### src/rtl/video_timing.sv
// Video timing generator
`timescale 1ns/1ps

module video_timing #(
    parameter int H_ACTIVE = 16,
    parameter int H_TOTAL  = 40,
    parameter int V_ACTIVE = 4,
    parameter int V_TOTAL  = 8
) (
    input  logic                       clk,
    input  logic                       rst_n,
    output logic                       pxl_cen,
    output logic [$clog2(H_TOTAL)-1:0] hcnt,
    output logic [$clog2(V_TOTAL)-1:0] vcnt,
    output logic                       LHBL,
    output logic                       LVBL,
    output logic                       HS,
    output logic                       VS
);

    localparam int HW = $clog2(H_TOTAL);
    localparam int VW = $clog2(V_TOTAL);

    logic [HW-1:0] h_nxt;
    logic [VW-1:0] v_nxt;

    // Next position, line advances when the pixel count wraps
    always_comb begin
        h_nxt = hcnt + 1'b1;
        v_nxt = vcnt;
        if (hcnt == HW'(H_TOTAL - 1)) begin
            h_nxt = '0;
            if (vcnt == VW'(V_TOTAL - 1)) begin
                v_nxt = '0;
            end else begin
                v_nxt = vcnt + 1'b1;
            end
        end
    end

    always_ff @(posedge clk or negedge rst_n) begin
        if (!rst_n) begin
            pxl_cen <= 1'b0;
            hcnt    <= '0;
            vcnt    <= '0;
            LHBL    <= 1'b0;
            LVBL    <= 1'b0;
            HS      <= 1'b0;
            VS      <= 1'b0;
        end else begin
            pxl_cen <= ~pxl_cen;            // Half the system clock
            if (pxl_cen) begin
                hcnt <= h_nxt;
                vcnt <= v_nxt;
                // Windows follow the new count so they line up with it
                LHBL <= h_nxt < HW'(H_ACTIVE);
                LVBL <= v_nxt < VW'(V_ACTIVE);
                HS   <= (h_nxt >= HW'(H_ACTIVE + 4)) && (h_nxt < HW'(H_ACTIVE + 8));
                VS   <= v_nxt == VW'(V_ACTIVE + 1);
            end
        end
    end

endmodule

### config.mk
export PLATFORM = sky130hd
export DESIGN_NAME = video_timing
export DESIGN_NICKNAME = d
export VERILOG_FILES = /design/src/rtl/video_timing.sv
export SDC_FILE = /design/constraint.sdc
export NUM_CORES = 1
export LEC_CHECK = 0
export ABC_AREA = 1
export BUFFER_PORTS_ARGS = -buffer_cell sky130_fd_sc_hd__buf_2
export CORE_UTILIZATION = 51
export CTS_BUF_LIST = sky130_fd_sc_hd__clkbuf_16
export CTS_CLUSTER_DIAMETER = 100
export DETAILED_ROUTE_END_ITERATION = 8
export HOLD_SLACK_MARGIN = 0.12
export PLACE_DENSITY = 0.84
export RECOVER_POWER = 100
export SYNTH_ARGS = -nofsm -noshare
export SYNTH_HDL_FRONTEND = slang
export SYNTH_SLANG_ARGS = --single-unit
### constraint.sdc
create_clock -name clk -period 2.2 [get_ports clk]
set_clock_uncertainty 0.2 [all_clocks]
set_input_delay 0.22 -clock clk [delete_from_list [all_inputs] [get_ports clk]]
set_output_delay 0.22 -clock clk [all_outputs]
set_load 0.02 [all_outputs]
==> flow_summary.toml <==
[run_status]
outcome = "finished, final reports clean"

[synthesis]
syn-num-nets = 102
synthDistinctLibCells = 18
ys_ff_latch = 14
synth_area_sq_um = 760.7
syn_inst = 96
syn_avg_cell_area_sq_um = 7.924
yosysSeqAreaShare_pct = 46.05
yosys_warnings = 0

[clock_tree]
clk_pin_slew_ns = 0.05
cts.sinks = 14
htreeDepth = 1
cts_setup_buffers = 0
cts_tree = "built"
ctsLongestPathBuffers = 2
cts_buffers = 3
cts_resized = 0
cts_root_buf = "clkbuf_16"
clk-insertion-delay-late_ns = 0.24

[worst_hold_path]
hold_depth = 2
hp-start = "VS"
hold_class = "flop to flop"

[floorplan]
dieArea_sq_mm = 0.001650
std_cell_rows = 13
die_w_microns = 40.62
core_area_sq_mm = 0.001350
die_h_microns = 40.62
start_util_pct = 56.35
io_pins = 16

[place]
routabilityCongestion = 0.7802
hpwl_mm = 1.089
portBuffers = 15

[global_routing]
first_global_vias = 577
antenna_found_initial = 0
grt_overflow = 0
grt_max_degree = 16
grt_pass1_wl_mm = 2.532
gr-usage-all-layers_pct = 24.97

[final_layout]
layout_common_cells = "32 x nand2_1, 15 x clkbuf_1, 14 x dfrtp_1, 12 x inv_1"
synthToLayoutAreaGrowth_pct = 19.24
antennaDiodeCount = 0
finalNetCount = 121
utilization_pct = 67.19
final_common_cell = "nand2_1"
drive_gt1_share_pct = 6.140

[critical_path]
crit_arrival_ns = 1.80
reg2reg_depth = 7
end_kind = "flop"
crit_end = "vcnt[2]"
startpoint = "hcnt[0]"
cp_max_fo = 8
cp.required_ns = 2.13
cp-start-kind = "flop"
regToRegStartpoint = "hcnt[0]"
r2r_setup_slack_ns = 0.33
r2r_end = "vcnt[2]"
critPathKind = "flop to flop"

[drt]
wl_per_cell_microns = 12.60
post-route-drc-count = 0
wl_mm = 1.625
drtIter0Drc = 14
dr.pass1.iters = 4
via_count = 665
detail-route-antenna-nets = 0
routed_via_density = 5.155

[sta]
report.final.setup_viol = 0
fin_tns_setup_ns = 0
fmax_ghz = 0.5356
slew_headroom_pct = 49.14
min_period_over_period_pct = 84.87
rsz0062_at_grt = "no"
tightestPinTransition_ns = 0.7629
report.final.slew_viol_count = 0
final_period_minus_worst_setup_slack_ns = 1.867
hold_viol = 0

[run]
cap_violations = 0

[power]
power_per_cell_area_mw_per_mm2 = 675.8
max-vdd-ir-drop_uv = 668.4
leakagePower_nw = 0.5028
-- sequential cells by signal (all words and copies together) (netlist names) --
| name | count |
|---|---|
| hcnt | 6 |
| vcnt | 3 |
| HS | 1 |
| LHBL | 1 |
| LVBL | 1 |
| VS | 1 |
| pxl_cen | 1 |
-- synth_stat cells, drive strengths merged --
library cell,instances,share of area [%]
nand4,3,2.5
o21ai,3,2.0
a21oi,2,1.3
nor2,9,6.4
or2,1,0.82
a31oi,1,0.82
o21a,2,2.0
nand2,34,18
nand3,8,5.3
clkbuf,2,0.99
dfrtp,14,46
ha,4,6.6
o21bai,1,0.99
inv,12,5.9
-- repair_timing --
action                     in CTS  in global routing
hold buffers                    1                  0
hold endpoints to repair       14                  0
setup endpoints to repair       0                  0
-- area by class of cell --
class                      count  area [sq um]
clock buffer                   3         75.07
clock inverter                 1         3.754
fill                         132         442.9
inverter                      12         45.04
multi-input combinational     68         347.8
sequential                    14         350.3
tap                           15         18.77
timing repair buffer          16         66.31
-- per-layer routing --
layer	up-vias	track usage, %	wire length, microns
li1	339	-	-
met1	304	30.53	795
met2	18	38.49	716
met3	4	8.696	87
met4	0	13.33	25
met5	-	0	0
-- through the flow --
step                cells  worst slack [ns]  total power, mW  hold WS, ns  cell area (sq um)
floorplan              96            0.5190           0.2623      -0.2756              760.7
global placement      124            0.5454           0.2680     -0.07039              847.1
detailed placement    124            0.5187           0.2681     -0.06709              847.1
CTS                   129            0.5006           0.6150       0.2126              935.9
global route          129            0.2051           0.6271       0.2966              907.1
finish                129            0.3328           0.6130       0.2758              907.1
-- worst min path at each step --
stage          endpoint  slack [ns]
6_report             VS        0.28
5_1_grt            LHBL        0.30
4_1_cts         vcnt[0]        0.21
3_5_place_dp    vcnt[0]       -0.07
3_3_place_gp    vcnt[1]       -0.07
2_1_floorplan        HS       -0.28
-- critical path: stages, from the launching register on --
cell,delay [ns]
dfrtp_1,0.48
ha_1,0.25
nand2_1,0.08
nor2_1,0.30
nand3_1,0.14
nand2_1,0.11
nand2_1,0.07
o21a_1,0.13
-- report_power, final --
group          leakage, nW  total [mW]  switching (mW)  internal, mW
Combinational        0.288     0.00664         0.00510       0.00154
Sequential           0.176       0.258               0         0.258
Clock               0.0385       0.348           0.108         0.241
Total                0.503       0.613           0.113         0.500
-- cells by family (layout without fill, tap and decap cells) --
family | Yosys count | in the layout | synth area share [%]
simple gates | 55 | 55 | 33.39
fa+ha+maj | 4 | 4 | 6.579
flops | 14 | 14 | 46.05
compound gates | 9 | 9 | 7.072
buf+inv | 14 | 32 | 6.908
Power figures use the tool's default switching activity.
