File: src/rtl/arcade_pkg.sv
// Arcade core shared types
package arcade_pkg;

    // Word address width of the graphics ROM
    localparam int ADDR_W  = 10;

    // Colour channel width
    localparam int COLOR_W = 4;

    // Read request from one bank, held until ack
    typedef struct packed {
        logic              rd;
        logic [ADDR_W-1:0] addr;
    } bank_req_t;

    // Response to one bank
    typedef struct packed {
        logic        ack;   // Request accepted
        logic        rdy;   // Data valid
        logic [15:0] data;
    } bank_rsp_t;

    // Byte lanes of a ROM word
    typedef struct packed {
        logic [7:0] hi;
        logic [7:0] lo;
    } byte_pair_t;

    // ROM word, as a halfword or as its two bytes
    typedef union packed {
        logic [15:0] half;
        byte_pair_t  bytes;
    } rom_word_u;

    // Download write towards the memory
    typedef struct packed {
        logic              we;
        logic [ADDR_W-1:0] addr;
        rom_word_u         data;
        logic [1:0]        mask;  // Bit 0 low byte, bit 1 high byte
    } prog_wr_t;

endpackage

File: src/rtl/rom_loader.sv
// ROM download byte packer
`timescale 1ns/1ps

module rom_loader import arcade_pkg::*; (
    input  logic        clk,
    input  logic        rst_n,
    input  logic [15:0] ioctl_addr,
    input  logic [7:0]  ioctl_dout,
    input  logic        ioctl_wr,
    output prog_wr_t    prog
);

    logic              we_q;
    logic [ADDR_W-1:0] addr_q;
    rom_word_u         word_d;
    rom_word_u         word_q;
    logic [1:0]        mask_d;
    logic [1:0]        mask_q;

    // Place the byte in the lane picked by the byte address
    always_comb begin
        word_d.half = '0;
        if (ioctl_addr[0]) begin
            word_d.bytes.hi = ioctl_dout;   // Odd byte
            mask_d          = 2'b10;
        end else begin
            word_d.bytes.lo = ioctl_dout;   // Even byte
            mask_d          = 2'b01;
        end
    end

    always_ff @(posedge clk or negedge rst_n) begin
        if (!rst_n) begin
            we_q <= 1'b0;
        end else begin
            we_q <= ioctl_wr;               // One write per download byte
        end
    end

    always_ff @(posedge clk) begin
        if (ioctl_wr) begin
            addr_q <= ioctl_addr[ADDR_W:1]; // Byte to word address
            word_q <= word_d;
            mask_q <= mask_d;
        end
    end

    assign prog.we   = we_q;
    assign prog.addr = addr_q;
    assign prog.data = word_q;
    assign prog.mask = mask_q;

endmodule

File: config.mk
export PLATFORM = sky130hd
export DESIGN_NAME = rom_loader
export DESIGN_NICKNAME = d
export VERILOG_FILES = /design/src/rtl/arcade_pkg.sv /design/src/rtl/rom_loader.sv
export SDC_FILE = /design/constraint.sdc
export NUM_CORES = 1
export LEC_CHECK = 0
export ABC_CLOCK_PERIOD_IN_PS = 800
export BUFFER_PORTS_ARGS = -buffer_cell sky130_fd_sc_hd__buf_2
export CAP_MARGIN = 0
export CORE_ASPECT_RATIO = 0.7
export CORE_UTILIZATION = 42
export CTS_CLUSTER_DIAMETER = 200
export CTS_CLUSTER_SIZE = 25
export DETAILED_ROUTE_END_ITERATION = 16
export PLACE_DENSITY = 0.75
export SETUP_SLACK_MARGIN = 0.1
export SYNTH_ARGS = -nofsm -noshare
export SYNTH_HDL_FRONTEND = slang
export SYNTH_SLANG_ARGS = --single-unit
File: constraint.sdc
create_clock -name clk -period 0.8 [get_ports clk]
set_input_delay 0.2 -clock clk [delete_from_list [all_inputs] [get_ports clk]]
set_output_delay 0.2 -clock clk [all_outputs]
set_load 0.02 [all_outputs]
==> qor.tcl <==
set qor(status) {complete, but fails checks}
set qor(failed_checks) {setup timing}
set qor(relSlewSlack_pct) 84.4
set qor(holdCritPathClass) {in2reg}
set qor(clock-sinks) 29
set qor(drcViolationCount) 0
set qor(rsz_0062_raised_after_global_routing) {yes}
set qor(async_flop_share_pct) 3.45
set qor(busiest_layer) {met2}
set qor(final.setup.tns_ns) -7.02
set qor(fin_hold_ws_ns) 0.0558
set qor(detailroute.via_count) 588
set qor(final_antenna_net_count) 0
set qor(start_util_pct) 45.5
set qor(wirelength_mm) 1.71
set qor(number_of_enable_type_register_cells_in_the_synthesized_netlist) 28
set qor(fraction_of_layout_instances_using_a_drive_strength_above_1_pct) 55.1
set qor(clk_pin_slew_worst_paths_ns) 0.09
set qor(leakage_nw) 0.663
set qor(synthTopCellsByCount) {28 x sky130_fd_sc_hd__edfxtp_1, 8 x sky130_fd_sc_hd__and2_1, 7 x sky130_fd_sc_hd__and2b_1}
set qor(layout.cell_area.non_filler_um2) 1550
set qor(overflow) 0
set qor(synth_top_cell_by_area) {sky130_fd_sc_hd__edfxtp_1}
set qor(ys_seq_elements) 29
set qor(worst-setup-path-type) {reg2out}
set qor(insertedDiodeCount) 0
set qor(worstHoldStart) {ioctl_addr[1]}
set qor(path_max_fanout) 1
set qor(critical_path_max_stage_delay_ns) 0.41
set qor(dieArea_um2) 2580
set qor(ys_seq_area_share_pct) 86.8
set qor(grt_antenna_before_repair) 0
set qor(met3_usage_grt_pct) 9.15
set qor(gpl.final_weighted_congestion) 0.644
set qor(detail_route.iter0.violations) 7
set qor(route.detailed.wl_per_inst_um) 12.3
set qor(drt_pass1_iterations) 2
set qor(critPathBufInv) 1
set qor(worst-slew-pin-transition_ns) 0.234
set qor(htree_num_levels) 2
set qor(min_to) {addr_q[0]$_DFFE_PP_}
set qor(multiInputGateArea_um2) 109
set qor(cp_top_family) {flip-flops}
set qor(synth.top_cells.by_area) {sky130_fd_sc_hd__edfxtp_1 84%, sky130_fd_sc_hd__and2b_1 5.3%, sky130_fd_sc_hd__and2_1 5.0%, sky130_fd_sc_hd__dfrtp_1 2.5%, sky130_fd_sc_hd__buf_6 1.1%}
set qor(synth_top_cell_area_share_pct) 84.3
set qor(report.final.hold_viol_count) 0
set qor(average_instance_area_after_synthesis_um2) 20.8
set qor(power.density_cell_area_nw_per_um2) 2300
set qor(synthesis_to_layout_area_growth_pct) 55.2
set qor(synth.most_common_cell) {sky130_fd_sc_hd__edfxtp_1}
set qor(max_cap_viol_count) 0
set qor(clock_tree.buffer_depth) 2
set qor(finalNetCount) 133
set qor(port_buffers) 50
set qor(grt_pass1_vias) 598
set qor(core.rowCount) 14
set qor(min_period_over_period_pct) 135
set qor(final-max-slew-violation-count) 0
set qor(cp-start-kind) {register}
set qor(setup_violations) 29
set qor(filler_cell_count) 146
set qor(worst_ir_drop_vdd_uv) 1630
set qor(synth_fp_nets) 75
set qor(met2_grt_util_pct) 22.2
set qor(cts_tree) {built}
set qor(height_of_the_die_um) 42.8
set qor(worst_path_slowest_cell) {sky130_fd_sc_hd__edfxtp_1}
set qor(endpoint_kind) {output port}
set qor(achievable-frequency_ghz) 0.929
set qor(cts_root_buf) {sky130_fd_sc_hd__clkbuf_4}
set qor(fp.dieW_um) 60.2
set qor(first_pass_grt_wire_length_mm) 2.39
set qor(min_period_ns) 1.08
set qor(viasPerCell) 4.23
set qor(postLayoutSetupSlackWorst_ns) -0.276
set qor(worst_ep_arrival_time_ns) 0.88
set qor(core_area_um2) 2190
set qor(dpl_cell_area_um2) 1310
set qor(synth_flop_cell) {sky130_fd_sc_hd__edfxtp_1}
set qor(met1_usage_pct) 13.6
set qor(grt_total_usage_pct) 13.9
set qor(synth_cell_types) 8
set qor(cts_made_buffers) 5
set qor(register_area_um2) 866
set qor(cp.required_ns) 0.60
set qor(num_io_pins) 56
set qor(largest_net_degree_at_the_start_of_global_routing) 19
set qor(post_synth_inst_count) 48
set qor(min_delay_path_depth) 1
set qor(postCtsSetupBuffers) 0
set qor(critical_path.cell_chain) {buf_6}
set qor(synthesis.area_um2) 997
set qor(synthesis.yosys.warnings) 0
[per-layer routing]
metal	part of all wire, %	routed length, µm	vias up
li1	-	-	288
met1	36	611	260
met2	51	866	40
met3	13	228	0
met4	0	0	0
met5	0	0	-
[layout by cell type (no fill, tap or decap)]
| cell | Yosys | routed |
|---|---|---|
| sky130_fd_sc_hd__clkbuf_4 | 0 | 5 |
| sky130_fd_sc_hd__dfrtp_1 | 1 | 1 |
| sky130_fd_sc_hd__inv_1 | 1 | 1 |
| sky130_fd_sc_hd__buf_12 | 0 | 2 |
| sky130_fd_sc_hd__nor2b_1 | 1 | 1 |
| sky130_fd_sc_hd__clkbuf_1 | 0 | 1 |
| sky130_fd_sc_hd__and2b_1 | 7 | 7 |
| sky130_fd_sc_hd__dlygate4sd3_1 | 0 | 1 |
| sky130_fd_sc_hd__buf_2 | 0 | 27 |
| sky130_fd_sc_hd__bufinv_16 | 0 | 1 |
| sky130_fd_sc_hd__and2_1 | 8 | 8 |
| sky130_fd_sc_hd__buf_6 | 1 | 23 |
| sky130_fd_sc_hd__clkbuf_8 | 0 | 1 |
| sky130_fd_sc_hd__edfxtp_1 | 28 | 28 |
[state kept, by name, summed over array words and instances (netlist names)]
register,count
word_q,16
addr_q,10
mask_q,2
we_q,1
[stage by stage]
step,utilization [%],total power (W),setup slack [ns],cells
2_1_floorplan,-,0.00206,0.118,48
5_1_grt,70.7,0.00369,-0.321,139
3_3_place_gp,59.8,0.00225,-0.0858,130
4_1_cts,65.3,0.00348,-0.284,139
6_report,70.7,0.00357,-0.276,139
3_5_place_dp,59.8,0.00226,-0.107,130
[cell type report]
class	instances	share of cell area, %
Tap cell	32	2.59
Inverter	1	0.243
Sequential cell	29	55.9
Clock buffer	7	3.56
Timing Repair Buffer	53	28.7
Multi-Input combinational cell	16	7.03
Clock inverter	1	1.94
[how the worst max path moves through the flow]
stage	startpoint	endpoint	slack, ns	cells after the start
6_report	word_q[11]$_SDFFCE_PN0P_	prog[13]	-0.28	1
5_1_grt	word_q[11]$_SDFFCE_PN0P_	prog[13]	-0.32	1
4_1_cts	word_q[0]$_SDFFCE_PP0P_	prog[2]	-0.28	1
3_5_place_dp	ioctl_addr[0]	word_q[3]$_SDFFCE_PP0P_	-0.11	2
3_3_place_gp	ioctl_addr[0]	word_q[5]$_SDFFCE_PP0P_	-0.09	2
2_1_floorplan	we_q$_DFF_PN0_	prog[28]	0.12	1
[report_power, final]
part / switching, W / internal [W]
clock: 0.000464 / 0.000746
sequential: 0.0000481 / 0.00180
combinational: 0.000254 / 0.000259
total: 0.000766 / 0.00280
[logic make-up (layout without fill, tap and decap cells)]
group,after synthesis,in the layout,synth area share (%)
buffers and inverters,3,62,2.26
flip-flops,29,29,86.8
AND/OR/NAND/NOR,16,16,10.9
[repair_timing]
action | CTS | global route
pin swaps | 0 | 0
resized for setup | 8 | 38
endpoints found under the setup margin | 29 | 29
hold buffers | 1 | 0
hold endpoints to repair | 1 | 0
(Power assumes the default switching activity.)
