$ cat src/rtl/arcade_pkg.sv
// Arcade core shared types
package arcade_pkg;

    // Word address width of the graphics ROM
    localparam int ADDR_W  = 10;

    // Colour channel width
    localparam int COLOR_W = 4;

    // Read request from one bank, held until ack
    typedef struct packed {
        logic              rd;
        logic [ADDR_W-1:0] addr;
    } bank_req_t;

    // Response to one bank
    typedef struct packed {
        logic        ack;   // Request accepted
        logic        rdy;   // Data valid
        logic [15:0] data;
    } bank_rsp_t;

    // Byte lanes of a ROM word
    typedef struct packed {
        logic [7:0] hi;
        logic [7:0] lo;
    } byte_pair_t;

    // ROM word, as a halfword or as its two bytes
    typedef union packed {
        logic [15:0] half;
        byte_pair_t  bytes;
    } rom_word_u;

    // Download write towards the memory
    typedef struct packed {
        logic              we;
        logic [ADDR_W-1:0] addr;
        rom_word_u         data;
        logic [1:0]        mask;  // Bit 0 low byte, bit 1 high byte
    } prog_wr_t;

endpackage

$ cat src/rtl/pattern_fetch.sv
// Line buffered pattern fetcher
`timescale 1ns/1ps

module pattern_fetch import arcade_pkg::*; #(
    parameter int H_ACTIVE = 16,
    parameter int V_ACTIVE = 4,
    parameter int V_TOTAL  = 8
) (
    input  logic                        clk,
    input  logic                        rst_n,
    input  logic                        pxl_cen,
    input  logic [$clog2(H_ACTIVE)-1:0] hcnt,
    input  logic [$clog2(V_TOTAL)-1:0]  vcnt,
    input  logic                        LHBL,
    input  logic                        LVBL,
    output bank_req_t                   ba_req,
    input  bank_rsp_t                   ba_rsp,
    output logic [COLOR_W-1:0]          pixel
);

    localparam int WORDS = H_ACTIVE / 4;        // Four pixels per word
    localparam int IDX_W = $clog2(WORDS + 1);
    localparam int BW    = $clog2(WORDS);       // Line buffer index
    localparam int VW    = $clog2(V_TOTAL);
    localparam int PW    = $clog2(H_ACTIVE);

    typedef enum logic [1:0] {
        IDLE,
        FETCH,
        SWAP
    } state_t;

    state_t            state;
    logic              lhbl_l;          // LHBL of the previous pixel slot
    logic [VW-1:0]     next_line;
    logic              start;
    logic [ADDR_W-1:0] base;
    logic [IDX_W-1:0]  rd_idx;
    logic [IDX_W-1:0]  wr_idx;
    logic [15:0]       line_buf [WORDS];
    logic [15:0]       disp_buf [WORDS];
    logic [15:0]       disp_word;

    assign next_line = (vcnt == VW'(V_TOTAL - 1)) ? '0 : vcnt + 1'b1;

    // Blank has just begun and the coming line is visible
    assign start = pxl_cen && lhbl_l && !LHBL && (next_line < VW'(V_ACTIVE));

    always_ff @(posedge clk or negedge rst_n) begin
        if (!rst_n) begin
            state  <= IDLE;
            lhbl_l <= 1'b0;
            rd_idx <= '0;
            wr_idx <= '0;
        end else begin
            if (pxl_cen) begin
                lhbl_l <= LHBL;
            end
            case (state)
                IDLE: begin
                    if (start) begin
                        state  <= FETCH;
                        rd_idx <= '0;
                        wr_idx <= '0;
                    end
                end
                FETCH: begin
                    if (ba_rsp.ack) begin
                        rd_idx <= rd_idx + 1'b1;
                    end
                    if (ba_rsp.rdy) begin
                        wr_idx <= wr_idx + 1'b1;
                        if (wr_idx == IDX_W'(WORDS - 1)) begin
                            state <= SWAP;  // Last word is in
                        end
                    end
                end
                SWAP:    state <= IDLE;
                default: state <= IDLE;
            endcase
        end
    end

    always_ff @(posedge clk) begin
        if (state == IDLE && start) begin
            base <= ADDR_W'(next_line) * ADDR_W'(WORDS);
        end
        if (state == FETCH && ba_rsp.rdy) begin
            line_buf[wr_idx[BW-1:0]] <= ba_rsp.data;
        end
        if (state == SWAP) begin
            disp_buf <= line_buf;           // Ready before the line starts
        end
    end

    // Requests go out back to back, several can be in flight
    assign ba_req.rd   = (state == FETCH) && (rd_idx < IDX_W'(WORDS));
    assign ba_req.addr = base + ADDR_W'(rd_idx);

    assign disp_word = disp_buf[hcnt[PW-1:2]];

    // Least significant nibble is shown first
    always_comb begin
        pixel = '0;
        if (LHBL && LVBL) begin
            pixel = disp_word[{hcnt[1:0], 2'b00} +: COLOR_W];
        end
    end

endmodule

$ cat config.mk
export PLATFORM = sky130hd
export DESIGN_NAME = pattern_fetch
export DESIGN_NICKNAME = d
export VERILOG_FILES = /design/src/rtl/arcade_pkg.sv /design/src/rtl/pattern_fetch.sv
export SDC_FILE = /design/constraint.sdc
export NUM_CORES = 1
export LEC_CHECK = 0
export BUFFER_PORTS_ARGS = -buffer_cell sky130_fd_sc_hd__buf_2
export CORE_MARGIN = 3
export CORE_UTILIZATION = 25
export DETAILED_ROUTE_END_ITERATION = 7
export GPL_ROUTABILITY_DRIVEN = 0
export GPL_TIMING_DRIVEN = 0
export PLACE_DENSITY = 0.44
export SLEW_MARGIN = 20
export SYNTH_ARGS = -nofsm -noshare
export SYNTH_HDL_FRONTEND = slang
export SYNTH_SLANG_ARGS = --single-unit
$ cat constraint.sdc
create_clock -name clk -period 3.72 [get_ports clk]
set_input_delay 0.372 -clock clk [delete_from_list [all_inputs] [get_ports clk]]
set_output_delay 0.372 -clock clk [all_outputs]
set_load 0.01 [all_outputs]
==> impl_metrics.json, run 1 <==
{
  "status": "completed",
  "synth_compound_area_share_pct": 2.108,
  "worstPathMaxFanout": 16,
  "crit_buf_inv": 1,
  "cts_tree": "yes",
  "drv_slew": 0,
  "syn_inst": 248,
  "yosys.area_share.simple_pct": 4.583,
  "slowest_delay_ns": 0.90,
  "yosys.area_share.adder_pct": 2.451,
  "dp_hpwl_um": 5999,
  "ios": 45,
  "min_period_ns": 2.300,
  "numPortBuffers": 38,
  "rrSetupSlack_ns": 1.42,
  "slew_headroom_pct": 31.25,
  "n_fill_cell": 1945,
  "grt_max_degree": 24,
  "postCtsSetupBuffers": 0,
  "hold_buffers": 1,
  "area_growth_pct": 22.92,
  "root_buffer": "clkbuf_16",
  "clock.fmax_mhz": 434.7,
  "peakVddDrop_mv": 0.2359,
  "numCtsBuffers": 17,
  "worst_r2r_endpoint": "line_buf[32]",
  "synthArstFlopShare_pct": 6.429,
  "final.setup_skew_ns": 0.004425,
  "dr_total_vias": 2344,
  "grt_overflow": 0,
  "drc": 0,
  "crit_family": "simple AND/OR/NAND/NOR gates",
  "rsz0062_at_grt": "no",
  "antenna_found_initial": 1,
  "clock_latency_ns": 0.41,
  "maxCapViolCount": 0,
  "critPathSlowestCell": "and3_1",
  "synth_top_cell_by_area": "edfxtp_1",
  "yosysMostFrequentCell": "edfxtp_1",
  "insertedDiodeCount": 0,
  "synth_warnings": 0,
  "h-tree-depth": 4,
  "period_share_pct": 61.84,
  "drive_above_1_share_pct": 27.16,
  "worstSetupPathType": "reg -> reg",
  "numClockSinks": 140,
  "p_int_mw": 3.046,
  "place_inst": 556,
  "min_to": "line_buf[27]",
  "fin_util_pct": 31.72,
  "seqPwrFrac_pct": 49.6,
  "worst_pin_slew_ns": 1.031,
  "core_area_sq_um": 19780,
  "die_h_um": 148.9,
  "syn_area_sq_um": 5105,
  "totalWireLength_um": 9177,
  "finalNonFillerCells": 589,
  "avgRoutedWirePerCell_um": 15.58,
  "synthTopCellsByArea": "edfxtp_1 (77%), mux4_2 (5.3%), dfrtp_1 (4.4%), ha_1 (2.5%), mux2i_1 (1.6%)",
  "setup-tns-final_ns": 0,
  "cp-start-kind": "register",
  "rows": 51,
  "critPathArrivalTime_ns": 2.33,
  "p_clk_share_pct": 41.5,
  "synthTopCellsByCount": "edfxtp_1 (131), nand2_1 (13), mux4_2 (12)",
  "switchingPower_mw": 0.8418,
  "synth_top_family_by_area": "multiplexers",
  "hold_viol_final": 0,
  "holdPathStages": 1,
  "fp.dieArea_sq_um": 22170,
  "grt_pass1_wl_um": 14400,
  "swShare_pct": 21.65,
  "track_usage_pct": 8.973,
  "worstRegToRegCells": 3,
  "yosysSeqAreaShare_pct": 81.47,
  "synth_cell_types": 32,
  "synth_mux_area_share_pct": 7.083,
  "end_kind": "register",
  "clockBufferDepth": 2,
  "cellPowerDensity_nw_per_um2": 619.6,
  "viasPerCell": 3.980,
  "drtPass1Iterations": 4,
  "final_net_count": 351,
  "ys_dominant_reg_cell": "edfxtp_1",
  "synth_xor_area_share_pct": 0.3431,
  "cts-resized-gates": 0,
  "synth-edff-count": 131,
  "required_ns": 3.75,
  "ys_ff_latch": 140,
  "reg2reg_from": "state[0]",
  "drtIter0Drc": 188,
  "clkTransAtPathRegs_ns": 0.06,
  "setup_violations": 0,
  "comb_power_share_pct": 8.9,
  "crit_chain": "nor2b_1, clkbuf_1, and3_1",
  "hold_start": "ba_rsp[11]",
  "min_path_type": "in -> reg",
  "synth_top_area_share_pct": 77.06,
  "avgSynthCellArea_sq_um": 20.58,
  "antenna_left": 0,
  "start_util_pct": 25.81,
  "power.leakage_nw": 2.182,
  "die_w_um": 148.9,
  "grt_pass1_vias": 2504
}
stage by stage:
stage / hold WS, ns / total power, mW / cell area, sq um / setup slack (ns)
3_3_place_gp: 0.2337 / 2.293 / 5640 / 0.4600
5_1_grt: 0.1513 / 4.068 / 6275 / 1.204
6_report: 0.1764 / 3.888 / 6275 / 1.420
3_5_place_dp: 0.2401 / 2.319 / 5700 / 1.343
4_1_cts: 0.1558 / 3.948 / 6275 / 1.330
2_1_floorplan: 0.07641 / 2.165 / 5119 / 1.218
cell usage in the layout, fill, tap and decap left out, drive strengths merged:
cell type / count
mux4: 12
o21ai: 3
conb: 4
o22ai: 1
nor2b: 5
a22oi: 2
nand4bb: 1
dlygate4sd3: 1
clkbuf: 21
mux2: 1
xor2: 2
o31ai: 1
or3: 1
a32oi: 3
nand3: 7
edfxtp: 131
dfrtp: 9
bufinv: 3
nand3b: 1
buf: 51
a21o: 1
nand4: 3
ha: 10
nor3: 1
o211ai: 4
clkinv: 9
and3: 7
inv: 3
nor2: 4
mux2i: 8
nand2: 13
and2: 1
flip-flops by register name, indices dropped and copies added, names as in the netlist:
| name | flops |
|---|---|
| lhbl_l | 1 |
| disp_buf | 64 |
| base | 3 |
| line_buf | 64 |
| wr_idx | 3 |
| state | 2 |
| rd_idx | 3 |
logic make-up (layout without fill, tap and decap cells):
logic type      after synthesis  count (layout)
fa+ha+maj                    10              10
buf+inv                      15              88
compound gates               15              15
simple gates                 44              44
flops                       140             140
other cells                   1               4
xor+xnor                      2               2
mux                          21              21
layer usage:
layer	track usage (%)	up-vias	share of wire, %
met2	14.19	54	51
li1	-	1106	-
met4	4.531	2	2.0
met3	3.191	18	4.1
met5	0	-	0.076
met1	10.88	1164	43
worst max-delay path by stage:
stage	startpoint	to	slack, ns	cells past startpoint
floorplan	state[0]	disp_buf[0]	1.22	1
global placement	state[0]	disp_buf[16]	0.46	1
detailed placement	state[0]	line_buf[0]	1.34	3
CTS	state[0]	line_buf[0]	1.33	3
global route	state[0]	line_buf[0]	1.20	3
finish	state[0]	line_buf[32]	1.42	3
power by group through the flow:
stage | registers, mW | clock network, mW | logic, mW
floorplan | 1.94 | 0 | 0.221
CTS | 1.93 | 1.66 | 0.359
global placement | 1.96 | 0 | 0.337
detailed placement | 1.96 | 0 | 0.358
finish | 1.93 | 1.61 | 0.344
global route | 1.94 | 1.73 | 0.393
area by class of cell:
class                   count  area, sq um  area share (%)
clock inverters            12        127.6           2.034
flip-flops and latches    140         4159           66.28
well taps                 265        331.6           5.284
multi-input cells          96        868.3           13.84
plain buffers              12        85.08           1.356
clock buffers              20        436.7           6.959
inverters                   3        11.26          0.1795
repair buffers             41        255.2           4.068
Note: power is estimated with default switching activity, not from simulation.
==> inputs of run 2 (changes only) <==
Settings changed: PLACE_DENSITY 0.44 to 0.43.
Clock period 3.72 ns to 2.4 ns, I/O delays scaled along.
==> impl_metrics.json, run 2 (synthesis results as in run 1) <==
{
  "clockBufferDepth": 2,
  "maxCapViolCount": 0,
  "clock_latency_ns": 0.42,
  "drtIter0Drc": 152,
  "drv_slew": 0,
  "min_period_ns": 1.987,
  "worstPathMaxFanout": 1,
  "dr_total_vias": 2344,
  "seqCellArea_sq_um": 4159,
  "numCtsBuffers": 17,
  "die_w_um": 148.9,
  "cts_tree": "yes",
  "avgRoutedWirePerCell_um": 15.63,
  "n_fill_cell": 1922,
  "grt_pass1_vias": 2493,
  "min_path_type": "in -> reg",
  "critPathSlowestCell": "mux4_2",
  "hold_viol_final": 0,
  "fp.dieArea_sq_um": 22170,
  "viasPerCell": 3.980,
  "antenna_found_initial": 0,
  "crit_chain": "mux4_2, a22oi_1, o211ai_1, buf_2",
  "final_cell_mix": "edfxtp_1 (131), buf_2 (40), clkbuf_16 (17), nand2_1 (13), mux4_2 (12)",
  "core_area_sq_um": 19780,
  "power.leakage_nw": 2.217,
  "peakVddDrop_mv": 0.4913,
  "drc": 0,
  "final_net_count": 351,
  "drive_above_1_share_pct": 31.17,
  "place_inst": 556,
  "slowest_delay_ns": 0.50,
  "period_share_pct": 82.80,
  "h-tree-depth": 4,
  "status": "completed",
  "final.setup_skew_ns": 0.009298,
  "end_kind": "output pin",
  "setup_violations": 0,
  "clkTransAtPathRegs_ns": 0.07,
  "worst_slack_ns": 0.4129,
  "ios": 45,
  "finalNonFillerCells": 589,
  "track_usage_pct": 8.954,
  "slew_headroom_pct": 53.91,
  "drtPass1Iterations": 4,
  "grt_max_degree": 25,
  "area_growth_pct": 24.53,
  "critPathArrivalTime_ns": 1.75,
  "worst_pin_slew_ns": 0.6899,
  "clock.fmax_mhz": 503.2,
  "die_h_um": 148.9,
  "final_common_cell": "edfxtp_1",
  "totalWireLength_um": 9209,
  "numPortBuffers": 38,
  "numClockSinks": 140,
  "antenna_left": 0,
  "multi_input_area_sq_um": 873.3,
  "grt_overflow": 0,
  "cellPowerDensity_nw_per_um2": 996.0,
  "cp-start-kind": "register",
  "postCtsSetupBuffers": 0,
  "insertedDiodeCount": 0,
  "rsz0062_at_grt": "no",
  "rows": 51,
  "dp_hpwl_um": 6076,
  "required_ns": 2.16,
  "worstSetupPathType": "reg -> out",
  "start_util_pct": 25.81,
  "root_buffer": "clkbuf_16",
  "dpl_worst_slack_ns": -0.003131,
  "grt_pass1_wl_um": 14210
}
[run 2: cell count changes in the layout (fill, tap and decap cells not counted), sizes merged]
| cell | change |
|---|---|
| clkbuf | -3 |
| clkinvlp | +1 |
| inv | +10 |
| clkinv | -8 |
[run 2: stage by stage]
| step | TNS [ns] | hold WS (ns) | area [sq um] | total power [mW] | utilization, % |
|---|---|---|---|---|---|
| after floorplan | 0 | -0.05559 | 5124 | 3.358 | - |
| after global placement | 0 | 0.1056 | 5645 | 3.560 | 28.54 |
| after detailed placement | -0.02816 | 0.1079 | 5700 | 3.601 | 28.82 |
| after CTS | 0 | 0.02073 | 6355 | 6.437 | 32.13 |
| after global routing | 0 | 0.01989 | 6357 | 6.620 | 32.14 |
| final | 0 | 0.03840 | 6357 | 6.332 | 32.14 |
[run 2: report_power, final]
group	internal (mW)	switching, mW	leakage (nW)
clock network	1.70	1.11	0.313
logic	0.212	0.328	0.607
registers	2.91	0.0784	1.30
total	4.82	1.52	2.22
[run 2: final cells by class]
class	count	share of cell area, %
flip-flops and latches	140	65.42
inverters	3	0.1771
well taps	265	5.216
multi-input cells	96	13.74
repair buffers	41	4.015
clock inverters	15	3.405
clock buffers	17	6.692
plain buffers	12	1.338
[run 2: metal layers]
metal / vias up / track usage [%] / routed length, um
met5: - / 0 / 0
met4: 0 / 3.844 / 169
met3: 15 / 3.069 / 382
met2: 43 / 14.53 / 4639
met1: 1174 / 10.90 / 4016
li1: 1112 / - / -
[run 2: path summary, 6_finish.rpt]
kind,from,endpoint,slack [ns],cells after the start
setup / recovery,disp_buf[37],pixel[1],0.41,4
hold / removal,ba_rsp[12],line_buf[44],0.04,1
setup reg to reg,state[0],line_buf[61],0.43,3
hold reg to reg,line_buf[11],disp_buf[11],0.42,0
max in group asynchronous,rst_n,rd_idx[2],2.00,2
min in group asynchronous,rst_n,rd_idx[0],0.21,2
[run 2: worst max-delay path, delay by kind of cell, from the launching register on]
| kind | cells | cell delay (ns) |
|---|---|---|
| flops | 1 | 0.36 |
| compound gates | 2 | 0.30 |
| mux | 1 | 0.50 |
| buf+inv | 1 | 0.17 |
[run 2: what timing repair did]
action,4_1_cts,5_1_grt
endpoints found under the hold margin,9,0
pin swaps,0,0
endpoints found under the setup margin,21,32
hold buffers,1,0
gates cloned,0,0
gates resized for setup,2,2
